File: src/hdl/zynq_bridge_pkg.sv
package zynq_bridge_pkg;

   localparam int ADDR_W = 32;
   localparam int DATA_W = 32;

   // host addresses below this land in processor DRAM, the rest in local space
   localparam logic [ADDR_W-1:0] HOST_DRAM_WIN_END = 32'h2000_0000;
   localparam logic [ADDR_W-1:0] BP_DRAM_OFFSET    = 32'h8000_0000;
   localparam logic [ADDR_W-1:0] HOST_LOCAL_OFFSET = 32'h2000_0000;

   // processor outbound addresses below this go to the host mailbox
   localparam logic [ADDR_W-1:0] BP_HOST_SPLIT = 32'h0020_0000;

   // size of the host-allocated DRAM buffer
   localparam logic [ADDR_W-1:0] MEM_LIMIT = 32'h1000_0000;

   // one bit per 8 MB region, picked by address bits 29..23
   localparam int PROFILE_REGIONS = 128;

   typedef enum logic [5:0] {
      CSR_RESET       = 6'd0,
      CSR_DRAM_ALLOC  = 6'd1,
      CSR_DRAM_BASE   = 6'd2,
      CSR_MAILBOX_POP = 6'd4,
      CSR_MAILBOX_CNT = 6'd5,
      CSR_PROFILE0    = 6'd8,
      CSR_PROFILE1    = 6'd9,
      CSR_PROFILE2    = 6'd10,
      CSR_PROFILE3    = 6'd11
   } csr_idx_e;

   typedef enum logic {
      WIN_DRAM  = 1'b0,
      WIN_LOCAL = 1'b1
   } host_win_e;

   typedef struct packed {
      logic              valid;
      logic              write;
      csr_idx_e          idx;
      logic [DATA_W-1:0] data;
   } csr_req_t;

   typedef struct packed {
      logic              valid;
      logic              write;
      logic [ADDR_W-1:0] addr;
      logic [DATA_W-1:0] data;
   } mem_req_t;

endpackage
File: src/hdl/zynq_bridge_top.sv
`timescale 1ns/1ps

module zynq_bridge_top #(
   parameter int MAILBOX_DEPTH = 4
) (
   input  logic                                aclk_i,
   input  logic                                rst_i,

   input  zynq_bridge_pkg::csr_req_t           csr_req_i,
   output logic [zynq_bridge_pkg::DATA_W-1:0]  csr_rdata_o,
   output logic                                csr_rvalid_o,

   input  zynq_bridge_pkg::mem_req_t           host_req_i,
   output zynq_bridge_pkg::mem_req_t           bp_host_req_o,
   output zynq_bridge_pkg::host_win_e          bp_host_win_o,

   input  zynq_bridge_pkg::mem_req_t           bp_io_req_i,
   output logic                                bp_io_ready_o,
   output zynq_bridge_pkg::mem_req_t           io_req_o,
   input  logic                                io_ready_i,

   input  zynq_bridge_pkg::mem_req_t           bp_dram_req_i,
   output logic                                bp_dram_ready_o,
   output zynq_bridge_pkg::mem_req_t           dram_req_o,
   input  logic                                dram_ready_i,

   output logic                                dram_range_err_o
);

   import zynq_bridge_pkg::*;

   logic                       bp_rst;
   logic [DATA_W-1:0]          dram_base;
   logic [DATA_W-1:0]          mbox_head;
   logic [3:0]                 mbox_count;
   logic                       mbox_pop;
   logic [PROFILE_REGIONS-1:0] profile;
   logic                       dram_fire;

   // the profiler counts a DRAM request only once the memory side takes it
   assign dram_fire = bp_dram_req_i.valid & bp_dram_ready_o;

   shell_csr_regs u_csr (
      .aclk_i       (aclk_i),
      .rst_i        (rst_i),
      .csr_req_i    (csr_req_i),
      .mbox_head_i  (mbox_head),
      .mbox_count_i (mbox_count),
      .profile_i    (profile),
      .mbox_pop_o   (mbox_pop),
      .csr_rdata_o  (csr_rdata_o),
      .csr_rvalid_o (csr_rvalid_o),
      .bp_rst_o     (bp_rst),
      .dram_base_o  (dram_base)
   );

   host_window_xlate u_host_xlate (
      .aclk_i        (aclk_i),
      .bp_rst_i      (bp_rst),
      .host_req_i    (host_req_i),
      .bp_host_req_o (bp_host_req_o),
      .bp_host_win_o (bp_host_win_o)
   );

   bp_io_router #(
      .MAILBOX_DEPTH (MAILBOX_DEPTH)
   ) u_io_router (
      .aclk_i        (aclk_i),
      .bp_rst_i      (bp_rst),
      .bp_io_req_i   (bp_io_req_i),
      .io_ready_i    (io_ready_i),
      .mbox_pop_i    (mbox_pop),
      .bp_io_ready_o (bp_io_ready_o),
      .io_req_o      (io_req_o),
      .mbox_head_o   (mbox_head),
      .mbox_count_o  (mbox_count)
   );

   dram_addr_xlate u_dram_xlate (
      .aclk_i           (aclk_i),
      .bp_rst_i         (bp_rst),
      .bp_dram_req_i    (bp_dram_req_i),
      .dram_ready_i     (dram_ready_i),
      .dram_base_i      (dram_base),
      .bp_dram_ready_o  (bp_dram_ready_o),
      .dram_req_o       (dram_req_o),
      .dram_range_err_o (dram_range_err_o)
   );

   mem_region_profiler u_profiler (
      .aclk_i      (aclk_i),
      .bp_rst_i    (bp_rst),
      .dram_req_i  (bp_dram_req_i),
      .dram_fire_i (dram_fire),
      .profile_o   (profile)
   );

endmodule

File: src/hdl/mem_region_profiler.sv
`timescale 1ns/1ps

module mem_region_profiler (
   input  logic                                        aclk_i,
   input  logic                                        bp_rst_i,
   input  zynq_bridge_pkg::mem_req_t                   dram_req_i,
   input  logic                                        dram_fire_i,
   output logic [zynq_bridge_pkg::PROFILE_REGIONS-1:0] profile_o
);

   import zynq_bridge_pkg::*;

   localparam int REGION_W = $clog2(PROFILE_REGIONS);

   logic [REGION_W-1:0]        region;
   logic [PROFILE_REGIONS-1:0] profile_q;

   // processor address, before rebasing onto the host buffer
   assign region = dram_req_i.addr[29 -: REGION_W];

   always_ff @(posedge aclk_i) begin
      if (bp_rst_i) begin
         profile_q <= '0;
      end else if (dram_fire_i) begin
         profile_q <= profile_q | (PROFILE_REGIONS'(1) << region);
      end
   end

   assign profile_o = profile_q;

   a_clear_on_reset: assert property (
      @(posedge aclk_i) bp_rst_i |=> profile_o == '0
   );

endmodule

File: src/hdl/dram_addr_xlate.sv
`timescale 1ns/1ps

module dram_addr_xlate (
   input  logic                               aclk_i,
   input  logic                               bp_rst_i,
   input  zynq_bridge_pkg::mem_req_t          bp_dram_req_i,
   input  logic                               dram_ready_i,
   input  logic [zynq_bridge_pkg::DATA_W-1:0] dram_base_i,
   output logic                               bp_dram_ready_o,
   output zynq_bridge_pkg::mem_req_t          dram_req_o,
   output logic                               dram_range_err_o
);

   import zynq_bridge_pkg::*;

   logic [ADDR_W-1:0] offset;
   logic              range_err_q;

   // strip the processor DRAM base, then move onto the host-allocated buffer
   assign offset          = bp_dram_req_i.addr ^ BP_DRAM_OFFSET;
   assign bp_dram_ready_o = dram_ready_i;

   always_comb begin
      dram_req_o      = bp_dram_req_i;
      dram_req_o.addr = offset + dram_base_i;
   end

   // sticky until the processor side is reset by the host
   always_ff @(posedge aclk_i) begin
      if (bp_rst_i) begin
         range_err_q <= 1'b0;
      end else if (bp_dram_req_i.valid && (offset >= MEM_LIMIT)) begin
         range_err_q <= 1'b1;
      end
   end

   assign dram_range_err_o = range_err_q;

endmodule

File: src/hdl/bp_io_router.sv
`timescale 1ns/1ps

module bp_io_router #(
   parameter int MAILBOX_DEPTH = 4
) (
   input  logic                               aclk_i,
   input  logic                               bp_rst_i,
   input  zynq_bridge_pkg::mem_req_t          bp_io_req_i,
   input  logic                               io_ready_i,
   input  logic                               mbox_pop_i,
   output logic                               bp_io_ready_o,
   output zynq_bridge_pkg::mem_req_t          io_req_o,
   output logic [zynq_bridge_pkg::DATA_W-1:0] mbox_head_o,
   output logic [3:0]                         mbox_count_o
);

   import zynq_bridge_pkg::*;

   localparam int PTR_W = (MAILBOX_DEPTH > 1) ? $clog2(MAILBOX_DEPTH) : 1;
   localparam logic [3:0] DEPTH_C = 4'(MAILBOX_DEPTH);

   logic [DATA_W-1:0] mbox_mem [MAILBOX_DEPTH];
   logic [PTR_W-1:0]  wr_ptr;
   logic [PTR_W-1:0]  rd_ptr;
   logic [3:0]        count;
   logic              to_host;
   logic              full;
   logic              push;

   function automatic logic [PTR_W-1:0] next_ptr(input logic [PTR_W-1:0] ptr);
      return (ptr == PTR_W'(MAILBOX_DEPTH - 1)) ? '0 : ptr + 1'b1;
   endfunction

   // the low address range belongs to the host, everything else leaves on the I/O port
   assign to_host       = bp_io_req_i.addr < BP_HOST_SPLIT;
   assign full          = count == DEPTH_C;
   assign bp_io_ready_o = to_host ? ~full : io_ready_i;
   assign push          = bp_io_req_i.valid & to_host & bp_io_ready_o;

   always_comb begin
      io_req_o       = bp_io_req_i;
      io_req_o.valid = bp_io_req_i.valid & ~to_host;
   end

   always_ff @(posedge aclk_i) begin
      if (bp_rst_i) begin
         wr_ptr <= '0;
         rd_ptr <= '0;
         count  <= '0;
      end else begin
         if (push) begin
            wr_ptr <= next_ptr(wr_ptr);
         end
         if (mbox_pop_i) begin
            rd_ptr <= next_ptr(rd_ptr);
         end
         count <= count + 4'(push) - 4'(mbox_pop_i);
      end
   end

   // only the data word is kept, the host sees it in arrival order
   always_ff @(posedge aclk_i) begin
      if (push) begin
         mbox_mem[wr_ptr] <= bp_io_req_i.data;
      end
   end

   assign mbox_head_o  = mbox_mem[rd_ptr];
   assign mbox_count_o = count;

   // a push into a full mailbox would carry the occupancy past the depth
   a_no_push_full: assert property (
      @(posedge aclk_i) disable iff (bp_rst_i) count <= DEPTH_C
   );

   // the pop comes from the CSR block, which must see a nonzero count
   a_no_pop_empty: assert property (
      @(posedge aclk_i) disable iff (bp_rst_i) mbox_pop_i |-> count != 4'd0
   );

endmodule

File: src/hdl/host_window_xlate.sv
`timescale 1ns/1ps

module host_window_xlate (
   input  logic                        aclk_i,
   input  logic                        bp_rst_i,
   input  zynq_bridge_pkg::mem_req_t   host_req_i,
   output zynq_bridge_pkg::mem_req_t   bp_host_req_o,
   output zynq_bridge_pkg::host_win_e  bp_host_win_o
);

   import zynq_bridge_pkg::*;

   logic              in_dram;
   logic [ADDR_W-1:0] addr_d;
   logic              valid_q;
   logic              write_q;
   logic [ADDR_W-1:0] addr_q;
   logic [DATA_W-1:0] data_q;
   host_win_e         win_q;

   // low host window maps onto processor DRAM, the upper one onto local space
   assign in_dram = host_req_i.addr < HOST_DRAM_WIN_END;
   assign addr_d  = in_dram ? host_req_i.addr + BP_DRAM_OFFSET
                            : host_req_i.addr - HOST_LOCAL_OFFSET;

   always_ff @(posedge aclk_i) begin
      if (bp_rst_i) begin
         valid_q <= 1'b0;
      end else begin
         valid_q <= host_req_i.valid;
      end
      if (host_req_i.valid) begin
         write_q <= host_req_i.write;
         addr_q  <= addr_d;
         data_q  <= host_req_i.data;
         win_q   <= in_dram ? WIN_DRAM : WIN_LOCAL;
      end
   end

   assign bp_host_req_o = '{valid: valid_q, write: write_q, addr: addr_q, data: data_q};
   assign bp_host_win_o = win_q;

endmodule

File: src/hdl/shell_csr_regs.sv
`timescale 1ns/1ps

module shell_csr_regs (
   input  logic                                        aclk_i,
   input  logic                                        rst_i,
   input  zynq_bridge_pkg::csr_req_t                   csr_req_i,
   input  logic [zynq_bridge_pkg::DATA_W-1:0]          mbox_head_i,
   input  logic [3:0]                                  mbox_count_i,
   input  logic [zynq_bridge_pkg::PROFILE_REGIONS-1:0] profile_i,
   output logic                                        mbox_pop_o,
   output logic [zynq_bridge_pkg::DATA_W-1:0]          csr_rdata_o,
   output logic                                        csr_rvalid_o,
   output logic                                        bp_rst_o,
   output logic [zynq_bridge_pkg::DATA_W-1:0]          dram_base_o
);

   import zynq_bridge_pkg::*;

   logic              reset_q;
   logic              dram_alloc_q;
   logic [DATA_W-1:0] dram_base_q;
   logic              rd_stb;
   logic              wr_stb;
   logic [DATA_W-1:0] rdata_d;
   logic [DATA_W-1:0] rdata_q;
   logic              rvalid_q;

   assign rd_stb = csr_req_i.valid & ~csr_req_i.write;
   assign wr_stb = csr_req_i.valid & csr_req_i.write;

   // the processor side stays in reset until the host sets bit 0 of CSR_RESET
   assign bp_rst_o    = rst_i | ~reset_q;
   assign dram_base_o = dram_base_q;

   // an empty mailbox is read as 0 and is not popped
   assign mbox_pop_o = rd_stb && (csr_req_i.idx == CSR_MAILBOX_POP) && (mbox_count_i != 4'd0);

   always_ff @(posedge aclk_i) begin
      if (rst_i) begin
         reset_q      <= 1'b0;
         dram_alloc_q <= 1'b0;
         dram_base_q  <= '0;
      end else if (wr_stb) begin
         case (csr_req_i.idx)
            CSR_RESET:      reset_q      <= csr_req_i.data[0];
            CSR_DRAM_ALLOC: dram_alloc_q <= csr_req_i.data[0];
            CSR_DRAM_BASE:  dram_base_q  <= csr_req_i.data;
            default: ;
         endcase
      end
   end

   always_comb begin
      case (csr_req_i.idx)
         CSR_RESET:       rdata_d = DATA_W'(reset_q);
         CSR_DRAM_ALLOC:  rdata_d = DATA_W'(dram_alloc_q);
         CSR_DRAM_BASE:   rdata_d = dram_base_q;
         CSR_MAILBOX_POP: rdata_d = (mbox_count_i != 4'd0) ? mbox_head_i : '0;
         CSR_MAILBOX_CNT: rdata_d = DATA_W'(mbox_count_i);
         CSR_PROFILE0:    rdata_d = profile_i[0*DATA_W +: DATA_W];
         CSR_PROFILE1:    rdata_d = profile_i[1*DATA_W +: DATA_W];
         CSR_PROFILE2:    rdata_d = profile_i[2*DATA_W +: DATA_W];
         CSR_PROFILE3:    rdata_d = profile_i[3*DATA_W +: DATA_W];
         default:         rdata_d = '0;
      endcase
   end

   always_ff @(posedge aclk_i) begin
      if (rst_i) begin
         rvalid_q <= 1'b0;
      end else begin
         rvalid_q <= rd_stb;
      end
      if (rd_stb) begin
         rdata_q <= rdata_d;
      end
   end

   assign csr_rdata_o  = rdata_q;
   assign csr_rvalid_o = rvalid_q;

   // a host write never produces a read response
   a_no_rvalid_after_write: assert property (
      @(posedge aclk_i) disable iff (rst_i)
      wr_stb |=> !csr_rvalid_o
   );

endmodule

File: config.mk
export PLATFORM = sky130hd
export DESIGN_NAME = zynq_bridge_top
export DESIGN_NICKNAME = d
export VERILOG_FILES = /design/src/hdl/zynq_bridge_pkg.sv /design/src/hdl/zynq_bridge_top.sv /design/src/hdl/mem_region_profiler.sv /design/src/hdl/dram_addr_xlate.sv /design/src/hdl/bp_io_router.sv /design/src/hdl/host_window_xlate.sv /design/src/hdl/shell_csr_regs.sv
export SDC_FILE = /design/constraint.sdc
export NUM_CORES = 1
export LEC_CHECK = 0
export BUFFER_PORTS_ARGS = -buffer_cell sky130_fd_sc_hd__buf_2
export CAP_MARGIN = 20
export CORE_AREA = 5 5 191 193
export DETAILED_ROUTE_END_ITERATION = 8
export DIE_AREA = 0 0 196 198
export GPL_TIMING_DRIVEN = 0
export PLACE_DENSITY = 0.81
export SETUP_SLACK_MARGIN = 0.2
export SYNTH_ARGS = -nofsm -noshare
export SYNTH_HDL_FRONTEND = slang
export SYNTH_HIERARCHICAL = 1
export SYNTH_SLANG_ARGS = --single-unit
File: constraint.sdc
create_clock -name aclk_i -period 13.7 [get_ports aclk_i]
set_clock_uncertainty 0.05 [all_clocks]
set_input_delay 1.37 -clock aclk_i [delete_from_list [all_inputs] [get_ports aclk_i]]
set_output_delay 1.37 -clock aclk_i [all_outputs]
set_load 0.01 [all_outputs]
==> Word level (Yosys, flattened, before mapping) <==
Memories as Yosys holds them, arrays and structs flattened. A register that Yosys moved wholly into a read port is not among the register bits.
Index checks and enable logic that the tools add are counted.
{ "word_totals": {"reg_bits": 271, "ram_bits": 128, "input_bits": 242, "output_inout_bits": 235, "wordCells": 70, "n_memories": 1} }
{ "mem_list": {"columns": ["memory", "depth", "word_bits", "read_ports", "rd_clocked_by_memory_dff", "wr", "line", "text"], "rows": [
  ["u_io_router.mbox_mem", 4, 32, 1, 1, 1, "bp_io_router.sv:22", "logic [DATA_W-1:0] mbox_mem [MAILBOX_DEPTH];"]
]} }
{ "classes": {"addsub": 7, "order_cmp": 3, "eq_ne": 11, "shift": 1, "n_mux": 11, "bitwise_logic": 13, "n_reduce_logical": 8} }
{ "op_table": {"columns": ["operator", "count"], "rows": [
  ["32-bit case mux with 9 select lines", 1],
  ["128-bit OR", 1],
  ["1-bit by 7-bit left shift with 128-bit output (first input constant)", 1],
  ["32-bit 2-to-1 mux", 2],
  ["32-bit adder", 1],
  ["32-bit adder (second input constant)", 1],
  ["32-bit by 29-bit greater-or-equal comparator with 1-bit output (second input constant)", 1],
  ["32-bit by 22-bit less-than comparator with 1-bit output (second input constant)", 1],
  ["32-bit by 30-bit less-than comparator with 1-bit output (second input constant)", 1],
  ["32-bit by 30-bit subtractor with 32-bit output (second input constant)", 1],
  ["6-bit by 4-bit equality test with 1-bit output (second input constant)", 4],
  ["6-bit by 3-bit equality test with 1-bit output (second input constant)", 2],
  ["2-bit 2-to-1 mux", 4],
  ["1-bit bitwise AND", 6],
  ["6-bit by 1-bit equality test with 1-bit output (second input constant)", 1],
  ["6-bit by 2-bit equality test with 1-bit output (second input constant)", 1],
  ["6-bit zero test", 1],
  ["2-bit AND reduction", 3],
  ["1-bit NOT", 5],
  ["2-bit by 1-bit adder with 2-bit output (second input constant)", 2],
  ["4-bit by 1-bit adder with 4-bit output", 1],
  ["2-bit equality test (second input constant)", 2],
  ["4-bit by 3-bit equality test with 1-bit output (second input constant)", 1],
  ["1-bit 2-to-1 mux", 4],
  ["4 further kinds", 6]
]} }

==> Longest topological paths before layout <==
{ "logic_depth": {"word_depth": 6, "depth_mapped": 12, "depth_no_buf": 11} }

==> Hierarchy <==
The synthesis kept the hierarchy.
{ "modules_own_cells": {"columns": ["module", "instances", "cells_each", "area_per_inst_um2", "seq_area_each_um2"], "rows": [
  ["bp_io_router", 1, 297, 5733.0, 4043.9],
  ["mem_region_profiler", 1, 456, 4611.9, 2562.5],
  ["shell_csr_regs", 1, 351, 3613.5, 1661.6],
  ["dram_addr_xlate", 1, 280, 2090.8, 20.0],
  ["host_window_xlate", 1, 81, 2080.7, 2001.9],
  ["zynq_bridge_top", 1, 1, 6.3, 0.0]
]} }

==> Worst setup path after synthesis <==
OpenSTA, ideal clock, no wires.
{ "synth_timing": {"path_type": "in2reg", "from": "input bp_io_req_i[62] in the netlist's numbering", "to": "memory u_io_router.mbox_mem[1][0], enable pin", "setup_ns": 0.503, "t_arrival_ns": 5.497, "t_required_ns": 13.147, "slack_ns": 7.650, "cell_stages": 3, "path_buffers": 0, "cell_sequence": "or4_4 > or3_4 > nor4bb_1"} }
{ "synth_via": {"elab_chain_len": 5, "elab_cells_between_ends": 6} }
{ "synth_rtl": {"columns": ["element", "line", "text"], "rows": [
  ["start, declared", "zynq_bridge_top.sv:17", "input zynq_bridge_pkg::mem_req_t bp_io_req_i,"],
  ["32-bit by 22-bit less-than comparator with 1-bit output *", "bp_io_router.sv:35", "assign to_host = bp_io_req_i.addr < BP_HOST_SPLIT;"],
  ["1-bit bitwise AND or 1-bit 2-to-1 mux (tied branches)", "bp_io_router.sv:38, bp_io_router.sv:37", null],
  ["1-bit bitwise AND *", "bp_io_router.sv:38", "assign push = bp_io_req_i.valid & to_host & bp_io_ready_o;"],
  ["1-bit 2-to-1 mux *", "bp_io_router.sv:63", "if (push) begin"],
  ["1-bit 2-to-1 mux (not written as such) *", "bp_io_router.sv:64", "mbox_mem[wr_ptr] <= bp_io_req_i.data;"],
  ["end, declared", "bp_io_router.sv:22", null]
]} }
Mark *: on every way between the ends. The rest lies on a longest branch, timed or not.

==> flow_metrics.py <==
metrics = {
    "outcome": {
        "status": "completed",
    },
    "synthesis": {
        "synth_top_area_cell": "edfxtp_1",
        "syn_nets": 1752,
        "avgSynthCellArea_sq_um": 12.4,
        "yosys_warnings": 6,
        "synthTopCellsByArea": "edfxtp_1 37%, dfxtp_1 19%, o32ai_1 5.8%",
        "yosysTopAreaCellShare_pct": 37.4,
        "ys_seq_area_share_pct": 56.7,
        "netlist_area_sq_um": 18100,
        "synth_edf_count": 226,
        "synth-main-ff-cell": "edfxtp_1",
        "synth_most_common_cell": "edfxtp_1",
        "ys_seq_elements": 401,
        "ys_async_sr_fraction_pct": 0,
        "synth.distinct_cells": 87,
        "yosys-top-cells-count": "226 x edfxtp_1, 175 x dfxtp_1, 145 x inv_1",
        "syn_inst": 1466,
    },
    "flow_run": {
        "cap_violations": 0,
    },
    "grt": {
        "top_usage_layer": "met2",
        "grt_start_max_net_pins": 41,
        "antenna_found_initial": 15,
        "grt_pass1_vias": 13893,
        "grt_pass1_wl_um": 92100,
        "grt-ovfl-total": 0,
        "met2_usage_pct": 50.7,
        "met3_usage_pct": 6.98,
        "grt_use_total_pct": 31.9,
        "globalRouteMet1Util_pct": 44.4,
    },
    "placement": {
        "place_ws_ps": 8440,
        "post-dp-hpwl_um": 50600,
        "portBuffers": 418,
        "place_congestion": 0.990,
    },
    "sta": {
        "timing.final.crit_period_ps": 5250,
        "setup_violations": 0,
        "holdWs_ps": 406,
        "worstMarginPinSlew_ps": 1010,
        "slew_viol_final": 0,
        "fin_tns_setup_ps": 0,
        "maxSlewHeadroom_pct": 32.4,
        "final.period_utilization_pct": 38.3,
        "worst_slack_ps": 8450,
        "final-hold-violation-count": 0,
        "max_freq_mhz": 190,
        "rsz0062_at_grt": "no",
    },
    "floorplan": {
        "start_util_pct": 52.8,
        "num_rows": 68,
        "io_pins": 477,
        "core_sq_um": 34400,
        "fp.dieW_um": 196,
        "dieArea_sq_um": 38800,
        "die_y_um": 198,
    },
    "power": {
        "power_density_nw_per_um2": 117,
        "internal_power_uw": 2030,
        "p_comb_share_pct": 7.7,
        "seqPwrFrac_pct": 49.6,
        "p_leak_uw": 0.00853,
        "swShare_pct": 22.3,
        "switching_power_uw": 583,
        "clkPwrFrac_pct": 42.7,
        "max-vdd-ir-drop_mv": 0.103,
    },
    "detailed_routing": {
        "drt_first_iter_violations": 1942,
        "viasPerCell": 6.02,
        "wl_per_cell_um": 26.5,
        "vias": 14645,
        "drt-total-wl_um": 64600,
        "ant_nets": 0,
        "first_pass_iters": 8,
        "drcViolationCount": 0,
    },
    "finish": {
        "drive_gt1_share_pct": 36.0,
        "syn2layout_area_growth_pct": 23.1,
        "nets": 2221,
    },
    "clock_network": {
        "htreeDepth": 2,
        "cts_tree": "yes",
        "hold_buffers": 0,
        "cts_buffers": 42,
        "postCtsResizedCells": 0,
        "clk_pin_slew_ps": 60,
        "cts_sinks": 401,
        "clock_tree.root_cell": "clkbuf_16",
        "clock_path_buffers": 3,
        "clock_latency_ps": 540,
        "post-cts-setup-buffer-count": 0,
    },
    "worst_setup_path": {
        "critPathMaxFanout": 3,
        "crit_required_ps": 12280,
        "worstPathArrival_ps": 3830,
        "critPathCaptureType": "primary output",
        "startpoint_type": "input port",
        "worstSetupPathType": "in -> out",
    },
    "min_path": {
        "hold_path.class": "reg -> reg",
    },
}
-- final cells by class --
cell class / instances / area [sq um]
multi-input cells: 717 / 6090
clock buffers: 62 / 1230
well taps: 455 / 569
diodes: 12 / 30.0
fillers: 2592 / 12000
clock inverters: 13 / 118
flip-flops and latches: 401 / 10300
inverters: 146 / 548
repair buffers: 425 / 2200
plain buffers: 202 / 1250
-- worst paths after layout --
check	end	slack, ps	cells past startpoint	start
setup reg to reg	u_io_router/mbox_count_o[3]$_SDFF_PP0_	10620	11	u_io_router/mbox_count_o[0]$_SDFF_PP0_
hold reg to reg	u_profiler/profile_o[67]$_SDFFE_PP0P_	410	2	u_profiler/profile_o[67]$_SDFFE_PP0P_
setup / recovery	dram_req_o[62]	8450	10	bp_dram_req_i[32]
hold / removal	u_profiler/profile_o[67]$_SDFFE_PP0P_	410	2	u_profiler/profile_o[67]$_SDFFE_PP0P_
-- sequential cells by signal, indices dropped and copies added (netlist names), named ones only --
register / cells
u_csr/dram_base_o: 32
u_host_xlate/bp_host_win_o: 1
u_host_xlate/addr_q: 32
u_io_router/mbox_count_o: 4
u_host_xlate/write_q: 1
u_csr/reset_q: 1
u_dram_xlate/dram_range_err_o: 1
u_csr/csr_rvalid_o: 1
u_profiler/profile_o: 128
u_io_router/wr_ptr: 2
u_host_xlate/valid_q: 1
u_csr/dram_alloc_q: 1
u_csr/csr_rdata_o: 32
u_io_router/mbox_mem: 128
u_io_router/rd_ptr: 2
u_host_xlate/data_q: 32
-- power groups by stage --
| stage | Sequential (uW) | Clock [uW] | Combinational [uW] |
|---|---|---|---|
| final | 1300 | 1120 | 201 |
| after floorplan | 1330 | 0 | 77.9 |
| after global placement | 1320 | 0 | 193 |
| after CTS | 1300 | 1120 | 199 |
| after detailed placement | 1320 | 0 | 198 |
| after global routing | 1300 | 1180 | 211 |
-- cell usage in the layout, fill, tap and decap left out, types with 43 or more instances in the layout --
cell	count
a21oi_1	67
buf_2	444
buf_4	102
clkbuf_1	64
clkbuf_16	43
dfxtp_1	175
edfxtp_1	226
inv_1	145
mux2i_1	62
nand2_1	96
o32ai_1	120
-- routing by layer --
| layer | wire, um | part of all wire (%) |
|---|---|---|
| met5 | 13 | 0.020 |
| met4 | 2330 | 3.6 |
| met3 | 8080 | 13 |
| met2 | 29500 | 46 |
| met1 | 24700 | 38 |
-- per-stage QoR --
stage          cells  utilization (%)  instance area (sq um)  power [uW]
4_1_cts         2421             64.9                  22300        2620
3_5_place_dp    2346             60.9                  20900        1520
3_3_place_gp    2339             60.5                  20800        1520
2_1_floorplan   1466                -                  18100        1410
5_1_grt         2428             64.9                  22300        2680
6_report        2433             64.9                  22300        2610
-- critical path, stage by stage --
cell      delay [ps]
buf_2            110
ha_1             220
fa_1             430
a21oi_1          250
o211ai_2         140
a21oi_2          270
o31ai_4          140
o31a_1           320
a311oi_2         370
buf_2            210
-- kinds of logic (layout without fill, tap and decap cells) --
logic type	count (synthesis)	in the layout	synth area share, %
xor+xnor	31	31	1.50
simple gates	213	213	6.25
other cells	0	12	0
buf+inv	348	848	9.91
compound gates	328	328	14.4
fa+ha+maj	44	44	3.12
flops	401	401	56.7
mux	101	101	8.08
No activity file was read; power rests on OpenSTA's default activity.
